--- src/common/bnn_pkg.sv ---
`default_nettype none

package bnn_pkg;

  // ########################################
  // network sizes
  // ########################################
  localparam int FEAT_CNT   = 4;
  localparam int FEAT_BITS  = 4;
  localparam int HIDDEN_CNT = 8;
  localparam int CLASS_CNT  = 4;
  localparam int CLASS_BITS = 2;
  localparam int SCORE_BITS = 4; // holds 0..HIDDEN_CNT.
  localparam int SUM_BITS   = 7; // signed, 4 terms of 4 bits.

  // ########################################
  // weights, 1 is +1 and 0 is -1
  // ########################################
  // bit k*FEAT_CNT+i: feature i to hidden k.
  localparam logic [HIDDEN_CNT*FEAT_CNT-1:0] L1_WEIGHTS = 32'h6C35_A19E;

  // bit c*HIDDEN_CNT+k: hidden k to class c.
  localparam logic [CLASS_CNT*HIDDEN_CNT-1:0] L2_WEIGHTS = 32'hB42D_E117;

  // number of -1 weights per first layer row.
  function automatic logic [HIDDEN_CNT*SUM_BITS-1:0] neg_counts(
    input logic [HIDDEN_CNT*FEAT_CNT-1:0] w
  );
    logic [HIDDEN_CNT*SUM_BITS-1:0] tbl;
    logic [SUM_BITS-1:0] cnt;
    tbl = '0;
    for (int k = 0; k < HIDDEN_CNT; k++) begin
      cnt = '0;
      for (int i = 0; i < FEAT_CNT; i++) begin
        if (!w[k*FEAT_CNT+i]) cnt = cnt + 1'b1;
      end
      tbl[k*SUM_BITS +: SUM_BITS] = cnt;
    end
    return tbl;
  endfunction

  localparam logic [HIDDEN_CNT*SUM_BITS-1:0] L1_NEG_CNT = neg_counts(L1_WEIGHTS);

endpackage

`default_nettype wire
--- src/common/layer_link_if.sv ---
`timescale 1ns/10ps
`default_nettype none

interface layer_link_if;

  logic [bnn_pkg::FEAT_CNT*bnn_pkg::FEAT_BITS-1:0] features;
  logic                                            start; // one cycle pulse.
  logic [bnn_pkg::HIDDEN_CNT-1:0]                  hidden;
  logic                                            done;  // level until take.
  logic                                            take;  // one cycle pulse.

  modport src (
    output features,
    output start,
    input  done,
    input  take
  );

  // take is seen here so done can drop.
  modport layer (
    input  features,
    input  start,
    input  take,
    output hidden,
    output done
  );

  modport sink (
    input  hidden,
    input  done,
    output take
  );

endinterface

`default_nettype wire

--- src/source/bnn_top.sv ---
`timescale 1ns/10ps
`default_nettype none

module bnn_top (
  input  wire logic                                            clk,
  input  wire logic                                            rst,
  input  wire logic                                            in_req,
  output      logic                                            in_ack,
  input  wire logic [bnn_pkg::FEAT_CNT*bnn_pkg::FEAT_BITS-1:0] features,
  output      logic                                            out_req,
  input  wire logic                                            out_ack,
  output      logic [bnn_pkg::CLASS_BITS-1:0]                  class_idx,
  output      logic [bnn_pkg::HIDDEN_CNT-1:0]                  hidden
);

  layer_link_if link ();

  logic [bnn_pkg::SCORE_BITS-1:0] scores [bnn_pkg::CLASS_CNT];

  feature_capture u_capture (
    .clk      (clk),
    .rst      (rst),
    .in_req   (in_req),
    .in_ack   (in_ack),
    .features (features),
    .link     (link)
  );

  first_layer u_layer (
    .clk  (clk),
    .rst  (rst),
    .link (link)
  );

  // one neuron per class, each with its own weight row.
  for (genvar c = 0; c < bnn_pkg::CLASS_CNT; c++) begin : g_class
    output_neuron #(
      .WEIGHT_ROW (bnn_pkg::L2_WEIGHTS[c*bnn_pkg::HIDDEN_CNT +: bnn_pkg::HIDDEN_CNT])
    ) u_neuron (
      .hidden (link.hidden),
      .score  (scores[c])
    );
  end

  class_select u_select (
    .clk       (clk),
    .rst       (rst),
    .link      (link),
    .scores    (scores),
    .out_req   (out_req),
    .out_ack   (out_ack),
    .class_idx (class_idx),
    .hidden    (hidden)
  );

endmodule

`default_nettype wire

--- src/source/class_select.sv ---
`timescale 1ns/10ps
`default_nettype none

module class_select (
  input  wire logic                           clk,
  input  wire logic                           rst,
  layer_link_if.sink                          link,
  input  wire logic [bnn_pkg::SCORE_BITS-1:0] scores [bnn_pkg::CLASS_CNT],
  output      logic                           out_req,
  input  wire logic                           out_ack,
  output      logic [bnn_pkg::CLASS_BITS-1:0] class_idx,
  output      logic [bnn_pkg::HIDDEN_CNT-1:0] hidden
);

  logic [bnn_pkg::CLASS_BITS-1:0] best_idx;
  logic [bnn_pkg::SCORE_BITS-1:0] best_score;
  logic                           grab;

  // ########################################
  // argmax
  // ########################################
  always_comb begin
    best_idx   = '0;
    best_score = scores[0];
    for (int c = 1; c < bnn_pkg::CLASS_CNT; c++) begin
      if (scores[c] > best_score) begin // strict, ties keep lower index.
        best_score = scores[c];
        best_idx   = c[bnn_pkg::CLASS_BITS-1:0];
      end
    end
  end

  // only when the previous output cycle is fully closed.
  assign grab = link.done && !out_req && !out_ack;

  // ########################################
  // output handshake
  // ########################################
  always_ff @(posedge clk or posedge rst) begin
    if (rst) begin
      out_req   <= 1'b0;
      link.take <= 1'b0;
    end else begin
      link.take <= grab;
      if (grab) begin
        out_req <= 1'b1;
      end else if (out_ack) begin
        out_req <= 1'b0;
      end
    end
  end

  always_ff @(posedge clk) begin
    if (grab) begin
      class_idx <= best_idx;
      hidden    <= link.hidden;
    end
  end

endmodule

`default_nettype wire

--- src/source/output_neuron.sv ---
`timescale 1ns/10ps
`default_nettype none

module output_neuron #(
  parameter logic [bnn_pkg::HIDDEN_CNT-1:0] WEIGHT_ROW = '0
) (
  input  wire logic [bnn_pkg::HIDDEN_CNT-1:0] hidden,
  output      logic [bnn_pkg::SCORE_BITS-1:0] score
);

  logic [bnn_pkg::HIDDEN_CNT-1:0] agree;

  assign agree = hidden ~^ WEIGHT_ROW; // 1 where signs match.

  // popcount.
  always_comb begin
    score = '0;
    for (int k = 0; k < bnn_pkg::HIDDEN_CNT; k++) begin
      score = score + {{(bnn_pkg::SCORE_BITS-1){1'b0}}, agree[k]};
    end
  end

endmodule

`default_nettype wire

--- src/first_layer/first_layer.sv ---
`timescale 1ns/10ps
`default_nettype none

module first_layer (
  input wire logic   clk,
  input wire logic   rst,
  layer_link_if.layer link
);

  logic [bnn_pkg::HIDDEN_CNT:0]   marker;   // top bit set means done.
  logic [bnn_pkg::HIDDEN_CNT-1:0] active;
  logic                           running;
  logic [bnn_pkg::FEAT_CNT-1:0]   row;
  logic [bnn_pkg::SUM_BITS-1:0]   neg_cnt;
  logic [bnn_pkg::SUM_BITS-1:0]   sum;
  logic                           neuron_bit;
  logic [bnn_pkg::HIDDEN_CNT-1:0] hidden_q;

  // neuron 0 is worked out in the start cycle itself.
  assign active  = link.start ? {{(bnn_pkg::HIDDEN_CNT-1){1'b0}}, 1'b1}
                              : marker[bnn_pkg::HIDDEN_CNT-1:0];
  assign running = |active;

  // ########################################
  // row select
  // ########################################
  always_comb begin
    row     = '0;
    neg_cnt = '0;
    for (int k = bnn_pkg::HIDDEN_CNT - 1; k >= 0; k--) begin
      if (active[k]) begin // lowest marked row wins.
        row     = bnn_pkg::L1_WEIGHTS[k*bnn_pkg::FEAT_CNT +: bnn_pkg::FEAT_CNT];
        neg_cnt = bnn_pkg::L1_NEG_CNT[k*bnn_pkg::SUM_BITS +: bnn_pkg::SUM_BITS];
      end
    end
  end

  // ########################################
  // dot product
  // ########################################
  // -x is ~x + 1, so the +1s come in once as neg_cnt.
  always_comb begin
    sum = neg_cnt;
    for (int i = 0; i < bnn_pkg::FEAT_CNT; i++) begin
      sum = sum + ({bnn_pkg::SUM_BITS{row[i]}} ~^
                   {{(bnn_pkg::SUM_BITS-bnn_pkg::FEAT_BITS){1'b0}},
                    link.features[i*bnn_pkg::FEAT_BITS +: bnn_pkg::FEAT_BITS]});
    end
  end

  assign neuron_bit = ~sum[bnn_pkg::SUM_BITS-1]; // sum >= 0.

  always_ff @(posedge clk or posedge rst) begin
    if (rst) begin
      marker <= '0;
    end else if (running) begin
      marker <= {active, 1'b0};
    end else if (link.take) begin
      marker <= '0; // back to idle.
    end
  end

  // neuron 0 ends up in bit 0 after the last shift.
  always_ff @(posedge clk) begin
    if (running) begin
      hidden_q <= {neuron_bit, hidden_q[bnn_pkg::HIDDEN_CNT-1:1]};
    end
  end

  assign link.hidden = hidden_q;
  assign link.done   = marker[bnn_pkg::HIDDEN_CNT];

endmodule

`default_nettype wire

--- src/first_layer/feature_capture.sv ---
`timescale 1ns/10ps
`default_nettype none

module feature_capture (
  input  wire logic                                            clk,
  input  wire logic                                            rst,
  input  wire logic                                            in_req,
  output      logic                                            in_ack,
  input  wire logic [bnn_pkg::FEAT_CNT*bnn_pkg::FEAT_BITS-1:0] features,
  layer_link_if.src                                            link
);

  logic busy;   // layer holds a result not yet taken.
  logic accept;

  assign accept = in_req && !in_ack && !busy;

  // ########################################
  // input handshake
  // ########################################
  always_ff @(posedge clk or posedge rst) begin
    if (rst) begin
      in_ack     <= 1'b0;
      link.start <= 1'b0;
      busy       <= 1'b0;
    end else begin
      link.start <= accept;
      if (accept) begin
        in_ack <= 1'b1;
      end else if (!in_req) begin
        in_ack <= 1'b0;
      end
      if (accept) begin
        busy <= 1'b1;
      end else if (link.take && link.done) begin
        busy <= 1'b0; // layer freed.
      end
    end
  end

  // features stay put for the whole layer run.
  always_ff @(posedge clk) begin
    if (accept) begin
      link.features <= features;
    end
  end

endmodule

`default_nettype wire

--- config.mk ---
export PLATFORM = sky130hd
export DESIGN_NAME = bnn_top
export DESIGN_NICKNAME = d
export VERILOG_FILES = /design/src/common/bnn_pkg.sv /design/src/common/layer_link_if.sv /design/src/source/bnn_top.sv /design/src/source/class_select.sv /design/src/source/output_neuron.sv /design/src/first_layer/first_layer.sv /design/src/first_layer/feature_capture.sv
export SDC_FILE = /design/constraint.sdc
export NUM_CORES = 1
export LEC_CHECK = 0
export BUFFER_PORTS_ARGS = -buffer_cell sky130_fd_sc_hd__buf_2
export CAP_MARGIN = 10
export CORE_MARGIN = 3
export CORE_UTILIZATION = 30
export DETAILED_ROUTE_END_ITERATION = 8
export SETUP_SLACK_MARGIN = 0.15
export SYNTH_ARGS = -nofsm -noshare
export SYNTH_HDL_FRONTEND = slang
export SYNTH_SLANG_ARGS = --single-unit
export TNS_END_PERCENT = 50
--- constraint.sdc ---
create_clock -name clk -period 16.6 [get_ports clk]
set_input_delay 0.83 -clock clk [delete_from_list [all_inputs] [get_ports clk]]
set_output_delay 0.83 -clock clk [all_outputs]
set_load 0.05 [all_outputs]
==> results of run 1 <==
per-layer routing:
layer / global-route usage / vias up / part of all wire
met3: 0.0252 / 8 / 0.049
met5: 0 / - / 0
met4: 0.0347 / 0 / 0.019
met2: 0.187 / 39 / 0.51
met1: 0.127 / 952 / 0.42
li1: - / 976 / -
worst paths after layout:
kind,to,depth (start not counted)
max in group asynchronous,u_layer.marker[1],2
worst min-delay path,u_select.hidden[7],0
min in group asynchronous,u_select.out_req,2
worst max-delay path,u_select.class_idx[0],26
worst max register to register,u_select.class_idx[0],26
worst min register to register,u_select.hidden[7],0
metrics by stage:
stage	util	area (um2)	worst slack (ns)	hold slack [ns]	cells
floorplan	-	3210	10.58	0.445	269
global placement	0.341	3540	10.25	0.469	434
detailed placement	0.341	3540	10.06	0.473	434
CTS	0.350	3630	10.00	0.511	442
global route	0.350	3630	9.48	0.540	442
finish	0.350	3630	9.97	0.501	442
logic make-up (layout without fill, tap and decap cells):
| group | count (synthesis) | in the layout |
|---|---|---|
| compound gates | 43 | 43 |
| xor+xnor | 22 | 22 |
| buf+inv | 49 | 86 |
| flops | 47 | 47 |
| simple gates | 52 | 52 |
| mux | 1 | 1 |
| fa+ha+maj | 55 | 55 |
worst max-delay path, cell delays in order, from the launching register on:
cell and delay, ns:
sky130_fd_sc_hd__edfxtp_1 0.44, sky130_fd_sc_hd__inv_1 0.11, sky130_fd_sc_hd__ha_1 0.29, sky130_fd_sc_hd__fa_1 0.50
sky130_fd_sc_hd__inv_1 0.05, sky130_fd_sc_hd__fa_1 0.45, sky130_fd_sc_hd__fa_1 0.40, sky130_fd_sc_hd__inv_1 0.08
sky130_fd_sc_hd__fa_1 0.42, sky130_fd_sc_hd__inv_1 0.07, sky130_fd_sc_hd__ha_1 0.25, sky130_fd_sc_hd__a21o_1 0.18
sky130_fd_sc_hd__a311o_1 0.40, sky130_fd_sc_hd__nand3_1 0.15, sky130_fd_sc_hd__nand2_1 0.08, sky130_fd_sc_hd__ha_1 0.29
sky130_fd_sc_hd__nor2b_1 0.14, sky130_fd_sc_hd__o211a_1 0.21, sky130_fd_sc_hd__o21ai_0 0.55, sky130_fd_sc_hd__nor2_1 0.08
sky130_fd_sc_hd__a31oi_1 0.18, sky130_fd_sc_hd__ha_1 0.27, sky130_fd_sc_hd__nor2b_1 0.14, sky130_fd_sc_hd__o21a_1 0.17
sky130_fd_sc_hd__o21a_1 0.16, sky130_fd_sc_hd__o21ai_0 0.20, sky130_fd_sc_hd__o21ai_0 0.12
sequential cells by signal, summed over array words and instances, names as in the netlist, 2 cells and up:
signal,cells
u_capture.link.features,16
u_layer.link.hidden,8
u_layer.marker,8
u_select.class_idx,2
u_select.hidden,8
placed cells by master, fill, tap and decap left out, types with 2 or more instances in the layout:
master                     count
sky130_fd_sc_hd__o21ai_0       6
sky130_fd_sc_hd__nor2b_1      11
sky130_fd_sc_hd__nand3_1       3
sky130_fd_sc_hd__xor2_2        2
sky130_fd_sc_hd__inv_1        46
sky130_fd_sc_hd__clkbuf_8      5
sky130_fd_sc_hd__edfxtp_1     34
sky130_fd_sc_hd__ha_1         28
sky130_fd_sc_hd__fa_1         27
sky130_fd_sc_hd__nor2_1       18
sky130_fd_sc_hd__o21a_1        6
sky130_fd_sc_hd__nor3b_2       2
sky130_fd_sc_hd__nand4_1       3
sky130_fd_sc_hd__a31oi_1       5
sky130_fd_sc_hd__nor3b_1       2
sky130_fd_sc_hd__o21bai_1      2
sky130_fd_sc_hd__nand2_1       7
sky130_fd_sc_hd__a21o_1        6
sky130_fd_sc_hd__a21oi_1       8
sky130_fd_sc_hd__buf_2        31
sky130_fd_sc_hd__xnor2_1      15
sky130_fd_sc_hd__xor2_1        5
sky130_fd_sc_hd__o21ai_1       2
sky130_fd_sc_hd__dfrtp_1      13
cell type report:
| class | count | area [um2] | area share |
|---|---|---|---|
| well taps | 136 | 170 | 0.0469 |
| multi-input cells | 173 | 1690 | 0.465 |
| clock buffers | 6 | 72.6 | 0.0200 |
| flip-flops and latches | 47 | 1350 | 0.371 |
| inverters | 46 | 173 | 0.0476 |
| clock inverters | 2 | 16.3 | 0.00448 |
| repair buffers | 32 | 163 | 0.0448 |
==> key figures, run 1 <==
Status
  – Result of the run: completed

Clock network
  – Number of buffers inserted during clock tree synthesis: 5
  – Insertion delay to the later sink of the worst-skew pair: 0.30 ns
  – Post-CTS repair timing setup buffer count: 0
  – Buffer cell driving the clock tree root: sky130_fd_sc_hd__clkbuf_8
  – Number of buffers inserted for hold repair after clock tree synthesis: 0
  – CTS Buffer Depth: 2
  – Clock edge transition at the registers on the reported setup and hold paths: 0.09 ns
  – Sink Count: 47
  – Post-CTS resize count: 0
  – Maximum level of the CTS H-tree: 2
  – TritonCTS clock tree: done

Yosys
  – Avg Synthesized Cell Area: 11.9 um2
  – Flip-flop and latch count after synthesis: 47
  – Xor/xnor cell area share of the yosys netlist: 0.0648
  – Compound-Gate Fraction of Synth Area: 0.0925
  – Proportion of synthesized flip-flops having asynchronous set or reset: 0.277
  – Ranking of synthesized cells by area: sky130_fd_sc_hd__edfxtp_1 32%, sky130_fd_sc_hd__fa_1 17%, sky130_fd_sc_hd__ha_1 11%, sky130_fd_sc_hd__dfrtp_1 10%, sky130_fd_sc_hd__inv_1 5.4%
  – Fraction of the mapped netlist area in simple logic gates: 0.0847
  – Library cell with the highest instance count after synthesis: sky130_fd_sc_hd__inv_1
  – Distinct cell type count after synthesis: 37
  – Dominant combinational cell family by area after synthesis: adder cells
  – Number of enable flip-flop cells after synthesis: 34
  – Top-area cell type share of the netlist area: 0.318
  – Post-synthesis share of cell area spent on full adders, half adders and majority gates: 0.278
  – Cell type with the highest aggregate area in the netlist: sky130_fd_sc_hd__edfxtp_1
  – Yosys Warn Count: 0
  – Top cell types by occurrence after synthesis: 46 x sky130_fd_sc_hd__inv_1, 34 x sky130_fd_sc_hd__edfxtp_1, 28 x sky130_fd_sc_hd__ha_1, 27 x sky130_fd_sc_hd__fa_1, 18 x sky130_fd_sc_hd__nor2_1
  – Area of the mapped netlist: 3210 um2
  – Mux contribution to synthesized area: 0.00312
  – Synthesized Nets: about 340
  – Sequential element share of the synthesized area: 0.420
  – Cell count after synthesis: 269
  – Leading register cell type out of synthesis: sky130_fd_sc_hd__edfxtp_1

Die
  – Die width: 109 um
  – Placeable core region: between 10,000 and 15,000 um2
  – Row Count: 37
  – Number of primary I/O pins: 32
  – Initial core utilization: 0.309
  – Die ar.: 12,000 um2
  – Die height: 109 um

Cells and area
  – Nets: 380
  – Diode count: 0
  – Layout overhead on the synthesized area: 13.1%
  – Number of fill cells in the layout: ~1,000
  – Share of cells above drive strength 1: 0.157

Drt
  – Post-detailed-route DRC marker count: 0
  – Via total after detailed routing: 1,975
  – Drt wl/cell: between 10 and 15 um
  – Post-DRT Antenna Nets: 0
  – Number of DRC markers in iteration 0: 46
  – Post-detailed-routing wire length: 5630 um
  – Via density per instance: 4.47
  – Number of iterations in the first detailed-routing pass: 4

GRT
  – First-pass GRT wire length: 9840 um
  – Number of antenna violations at the first check in global routing: 0
  – Pin count of the biggest net entering global routing: 19
  – Overflow after GRT: 0
  – Total GRT Usage: 0.106
  – Via count of the first global-routing pass: 2,154

Run
  – Total of max-cap violations: 0

STA
  – Final number of setup-violating endpoints: 0
  – Clock Skew: about 0.011 ns
  – Setup repair after global routing missed its margin: no
  – Final worst path period need: 6.63 ns
  – Final period utilization: 0.399
  – Slew margin rel.: 0.274
  – Slew at the pin with the worst max-slew slack: 1.08 ns
  – Setup_tns: 0 ns
  – Max Transition Viols Final: 0
  – Highest clock frequency the design can meet: 151 MHz
  – Number of hold-slack violations in the final timing report: 0

Worst setup path
  – Worst R2R Setup Slack: 9.97 ns
  – Critical path launch point type: flip-flop
  – Launching instance or port of the critical path: u_layer.link.hidden[1]
  – Crit Path Category: reg2reg
  – Sort of element at the end of the critical path: flip-flop
  – Required time reported for the critical path endpoint: 16.65 ns
  – R2R Path Start: u_layer.link.hidden[1]
  – Largest driver fanout on the critical path: 6
  – CP Data Arrival Time: between 6 and 7 ns

Placed design
  – Number of input and output port buffers inserted: 31
  – Total half-perimeter wirelength after legalization and detailed placement: 4640 um
  – Global placer's final weighted congestion: approximately 0.8

Hold path
  – Worst hold path startpoint: u_layer.link.hidden[7]
  – Hold Path Class: reg2reg
Power of run 1 is left out: the tool's default activity adds up to more than one toggle a clock period on the data nets, which glitch-free logic cannot reach.
==> run 2, diff against run 1 <==
Clock period 16.6 ns to 6.7 ns, I/O delays scaled along.
==> run 2 against run 1 <==
Non-clock buffer count is 3 higher. Final area grew 0.86%. Register-to-register slack got worse by 9.5 ns. Flip-flop and latch count unchanged. Die area stayed put. Worst hold slack worse by 0.46 ns. Critical path type unchanged. Critical endpoint unchanged. Largest cell class unchanged.
==> key figures, run 2 (same netlist as run 1, synthesis figures left out) <==
Status
  – Result of the run: completed

Clock network
  – Clock edge transition at the registers on the reported setup and hold paths: 0.09 ns (about the same)
  – Number of buffers inserted during clock tree synthesis: 5 (unchanged)
  – Number of buffers inserted for hold repair after clock tree synthesis: 0 (unchanged)
  – Buffer cell driving the clock tree root: sky130_fd_sc_hd__clkbuf_8
  – Maximum level of the CTS H-tree: 2 (unchanged)
  – Sink Count: 47 (unchanged)
  – TritonCTS clock tree: done
  – Insertion delay to the later sink of the worst-skew pair: 0.30 ns (about the same)
  – CTS Buffer Depth: 2 (unchanged)

STA
  – Highest clock frequency the design can meet: 161 MHz (+6.4%)
  – Final number of setup-violating endpoints: 0 (unchanged)
  – Final worst path period need: 6.23 ns (-0.401 ns)
  – Final period utilization: 0.930 (+0.530)
  – Setup_tns: 0 ns (unchanged)
  – Number of hold-slack violations in the final timing report: 0 (unchanged)
  – Max Transition Viols Final: 0 (unchanged)
  – Slew at the pin with the worst max-slew slack: 0.986 ns (-0.0983 ns)
  – Clock Skew: 0.00855 ns (-0.00234 ns)
  – Slew margin rel.: 0.340 (+0.0658)
  – Setup repair after global routing missed its margin: no

Cells and area
  – Max FFs per register: 16 (unchanged)
  – Commonest non-fill, non-tap cell in the layout: sky130_fd_sc_hd__inv_1
  – Number of fill cells in the layout: 1,058 (+1.1%)
  – Nets: 383 (+0.79%)
  – Layout overhead on the synthesized area: 14.1%
  – Biggest register: u_capture.link.features
  – Highest-count cells in the layout ignoring fill and taps: 46 x sky130_fd_sc_hd__inv_1, 34 x sky130_fd_sc_hd__edfxtp_1, 31 x sky130_fd_sc_hd__buf_2, 28 x sky130_fd_sc_hd__ha_1, 27 x sky130_fd_sc_hd__fa_1
  – Diode count: 0 (unchanged)
  – Share of cells above drive strength 1: 0.172 (+0.0147)
  – Final Instance Area: 3660 um2 (+0.86%)

Worst setup path
  – Worst R2R Setup Slack: 0.47 ns (-9.50 ns)
  – Crit path buffers/inverters: 3 (-1)
  – Worst r2r path cells: 25 (-3.8%)
  – Sort of element at the end of the critical path: flip-flop
  – Endpoint of the worst-slack reg-to-reg timing path: u_select.class_idx[0]
  – R2R Path Start: u_layer.link.hidden[1]
  – Critical-path top delay cell: sky130_fd_sc_hd__fa_1
  – Largest driver fanout on the critical path: 6 (unchanged)
  – Crit Path Category: reg2reg
  – Peak per-stage delay on the critical path: 0.52 ns (-0.03 ns)
  – CP Data Arrival Time: 6.28 ns (-0.40 ns)
  – Required time reported for the critical path endpoint: 6.75 ns (-9.90 ns)
  – Cell type group with the largest total delay on the critical path: adder cells
  – Critical path launch point type: flip-flop

Die
  – Die height: 109 um (unchanged)
  – Die width: 109 um (unchanged)
  – Placeable core region: 10,400 um2 (unchanged)
  – Row Count: 37 (unchanged)
  – Die ar.: 12,000 um2 (unchanged)
  – Number of primary I/O pins: 32 (unchanged)
  – Initial core utilization: 0.309 (unchanged)

Drt
  – Drt wl/cell: 12.2 um (-4.1%)
  – Number of iterations in the first detailed-routing pass: 4 (unchanged)
  – Post-DRT Antenna Nets: 0 (unchanged)
  – Via density per instance: 4.46 (-0.27%)
  – Number of DRC markers in iteration 0: 42 (-8.7%)
  – Post-detailed-route DRC marker count: 0 (unchanged)
  – Post-detailed-routing wire length: 5440 um (-3.4%)
  – Via total after detailed routing: 1,983 (+0.41%)

GRT
  – Via count of the first global-routing pass: 2,131 (-1.1%)
  – Total GRT Usage: 0.102 (-0.00439)
  – Pin count of the biggest net entering global routing: 19 (unchanged)
  – Number of antenna violations at the first check in global routing: 0 (unchanged)
  – Overflow after GRT: 0 (unchanged)
  – First-pass GRT wire length: 9650 um (-1.9%)

Run
  – Total of max-cap violations: 0 (unchanged)

Placed design
  – Number of input and output port buffers inserted: 31 (unchanged)
  – Post-detailed-placement cell area: 3550 um2 (+0.21%)
  – Global placer's final weighted congestion: 0.779 (-0.43%)
  – Total half-perimeter wirelength after legalization and detailed placement: 4470 um (-3.7%)

Hold path
  – Hold Path Class: in2async
## run 2: repair_timing
item	CTS	global route
setup buffers	0	2
resized for setup	0	2
endpoints found under the hold margin	0	0
setup endpoints to repair	0	2
## run 2: worst max path at each step
| stage | start | endpoint | slack [ns] | depth (start not counted) |
|---|---|---|---|---|
| detailed placement | u_layer.link.hidden[1] | u_select.class_idx[0] | 0.39 | 25 |
| global route | u_layer.link.hidden[0] | u_select.class_idx[0] | 0.16 | 25 |
| floorplan | u_layer.link.hidden[0] | u_select.class_idx[0] | 0.68 | 26 |
| CTS | u_layer.link.hidden[1] | u_select.class_idx[0] | 0.37 | 25 |
| global placement | u_layer.link.hidden[0] | u_select.class_idx[0] | 0.58 | 27 |
| finish | u_layer.link.hidden[1] | u_select.class_idx[0] | 0.47 | 25 |
## run 2: through the flow
stage	worst slack (ns)	cells	util	hold slack, ns
finish	0.472	445	0.353	0.0431
global route	0.159	445	0.353	0.0904
CTS	0.375	443	0.350	0.0531
detailed placement	0.387	435	0.342	0.394
global placement	0.578	435	0.342	0.382
floorplan	0.675	269	-	0.212
## run 2: per-layer routing
metal  global-route usage  part of all wire
met1                0.129              0.45
met2                0.177              0.50
met3               0.0235             0.034
met4               0.0205            0.0075
met5                    0                 0
## run 2: layout make-up
| type | count | area (um2) | share of cell area |
|---|---|---|---|
| clock buffers | 6 | 72.6 | 0.0198 |
| clock inverters | 2 | 13.8 | 0.00376 |
| inverters | 46 | 173 | 0.0472 |
| multi-input cells | 173 | 1700 | 0.464 |
| well taps | 136 | 170 | 0.0465 |
| flip-flops and latches | 47 | 1350 | 0.368 |
| repair buffers | 35 | 185 | 0.0506 |
Power of run 2 is left out for the same reason.
==> run 3, diff against run 2 <==
Settings changed: PLACE_DENSITY set to 0.48.
==> run 3 against run 2 <==
Worst hold slack lost 0.013 ns. Flip-flop and latch count unchanged. Sequential share of layout area is 0.10 points lower. Setup slack improved by 0.060 ns. Critical endpoint unchanged. Largest cell class unchanged.
==> key figures, run 3 (same netlist as run 1, synthesis figures left out) <==
Worst setup path
  – Crit Path Category: reg2reg
  – Peak per-stage delay on the critical path: 0.51 ns (about the same)
  – Critical path launch point type: flip-flop
  – CP Data Arrival Time: 6.23 ns (-0.05 ns)
  – Required time reported for the critical path endpoint: 6.76 ns (about the same)
  – Crit path buffers/inverters: 5 (+2)
  – Sort of element at the end of the critical path: flip-flop
  – R2R Path Start: u_layer.link.hidden[0]
  – Cell type group with the largest total delay on the critical path: adder cells
  – Critical-path top delay cell: sky130_fd_sc_hd__fa_1
  – Largest driver fanout on the critical path: 6 (unchanged)
  – Launching instance or port of the critical path: u_layer.link.hidden[0]

STA
  – Setup_tns: 0 ns (unchanged)
  – Setup repair after global routing missed its margin: no
  – Clock Skew: 0.00818 ns (-0.000366 ns)
  – Final period utilization: 0.921 (-0.00889)
  – Number of hold-slack violations in the final timing report: 0 (unchanged)
  – Highest clock frequency the design can meet: 162 MHz (+0.97%)
  – Slew margin rel.: 0.314 (-0.0260)
  – Slew at the pin with the worst max-slew slack: 1.02 ns (+0.0389 ns)
  – Final number of setup-violating endpoints: 0 (unchanged)
  – Max Transition Viols Final: 0 (unchanged)
  – Final worst path period need: 6.17 ns (-0.0596 ns)

Die
  – Die ar.: 12,000 um2 (unchanged)
  – Initial core utilization: 0.309 (unchanged)
  – Die width: 109 um (unchanged)
  – Row Count: 37 (unchanged)
  – Die height: 109 um (unchanged)
  – Number of primary I/O pins: 32 (unchanged)
  – Placeable core region: 10,400 um2 (unchanged)

Clock network
  – Number of buffers inserted for hold repair after clock tree synthesis: 0 (unchanged)
  – Maximum level of the CTS H-tree: 2 (unchanged)
  – Number of buffers inserted during clock tree synthesis: 5 (unchanged)
  – Buffer cell driving the clock tree root: sky130_fd_sc_hd__clkbuf_8
  – CTS Buffer Depth: 2 (unchanged)
  – Insertion delay to the later sink of the worst-skew pair: 0.30 ns (about the same)
  – TritonCTS clock tree: done
  – Sink Count: 47 (unchanged)
  – Clock edge transition at the registers on the reported setup and hold paths: 0.10 ns (about the same)

GRT
  – Number of antenna violations at the first check in global routing: 0 (unchanged)
  – First-pass GRT wire length: 9290 um (-3.7%)
  – Total GRT Usage: 0.100 (-0.00143)
  – Pin count of the biggest net entering global routing: 17 (-2)
  – Overflow after GRT: 0 (unchanged)
  – Via count of the first global-routing pass: 1,989 (-6.7%)

Cells and area
  – Commonest non-fill, non-tap cell in the layout: sky130_fd_sc_hd__inv_1
  – Max FFs per register: 16 (unchanged)
  – Highest-count cells in the layout ignoring fill and taps: 46 x sky130_fd_sc_hd__inv_1, 34 x sky130_fd_sc_hd__edfxtp_1, 31 x sky130_fd_sc_hd__buf_2, 28 x sky130_fd_sc_hd__ha_1, 27 x sky130_fd_sc_hd__fa_1
  – Layout overhead on the synthesized area: 14.4%
  – Number of fill cells in the layout: 1,063 (+0.47%)
  – Nets: 382 (-0.26%)
  – Diode count: 0 (unchanged)
  – Biggest register: u_capture.link.features
  – Share of cells above drive strength 1: 0.169 (-0.00269)

Drt
  – Number of iterations in the first detailed-routing pass: 6 (+2)
  – Detail Route met3 WL: 200 um (+9.3%)
  – Post-detailed-route DRC marker count: 0 (unchanged)
  – Drt wl/cell: 12.2 um (-0.53%)
  – Via total after detailed routing: 1,958 (-1.3%)
  – Post-detailed-routing wire length: 5400 um (-0.75%)
  – Via density per instance: 4.41 (-1.0%)
  – Post-DRT Antenna Nets: 0 (unchanged)
  – Top Layer Used: met4
  – Met1 wire length: 2420 um (-1.9%)
  – Number of DRC markers in iteration 0: 46 (+9.5%)
  – Routed length on met2: 2720 um (-0.87%)

Placed design
  – Global placer's final weighted congestion: 0.779 (about the same)
  – Total half-perimeter wirelength after legalization and detailed placement: 4380 um (-1.9%)
  – Number of input and output port buffers inserted: 31 (unchanged)

Status
  – Result of the run: completed

Run
  – Total of max-cap violations: 0 (unchanged)

Hold path
  – Hold Path Class: in2async
## run 3: area by class of cell
class / count / area (um2) / area share
multi-input cells: 173 / 1690 / 0.461
flip-flops and latches: 47 / 1350 / 0.367
repair buffers: 34 / 178 / 0.0484
inverters: 46 / 173 / 0.0471
well taps: 136 / 170 / 0.0464
clock buffers: 6 / 93.8 / 0.0256
clock inverters: 2 / 15.0 / 0.00409
## run 3: path summary, 6_finish.rpt
| path | endpoint | slack, ns | depth (start not counted) |
|---|---|---|---|
| setup reg to reg | u_select.class_idx[0] | 0.53 | 27 |
| max in group asynchronous | u_layer.marker[1] | 6.34 | 2 |
| min in group clk | u_select.out_req | 0.19 | 2 |
| hold reg to reg | u_layer.link.hidden[4] | 0.49 | 0 |
| setup / recovery | u_select.class_idx[0] | 0.53 | 27 |
| hold / removal | u_select.link.take | 0.03 | 2 |
## run 3: repair_timing
item / in CTS / in global routing
setup buffers: 0 / 1
setup endpoints to repair: 0 / 2
resized for setup: 0 / 3
## run 3: per-stage QoR
step	setup slack [ns]	utilization	std cells	instance area, um2	hold WS, ns
finish	0.532	0.354	444	3670	0.0298
global route	0.129	0.354	444	3670	0.0544
CTS	0.424	0.352	443	3650	0.0379
detailed placement	0.458	0.342	435	3550	0.383
global placement	0.525	0.342	435	3550	0.373
floorplan	0.675	-	269	3210	0.212
## run 3: metal layers
metal / global-route usage / vias up
met2: 0.169 / 37
met1: 0.130 / 941
met3: 0.0211 / 4
met4: 0.0294 / 0
met5: 0 / -
li1: - / 976
Power of run 3 is left out for the same reason.
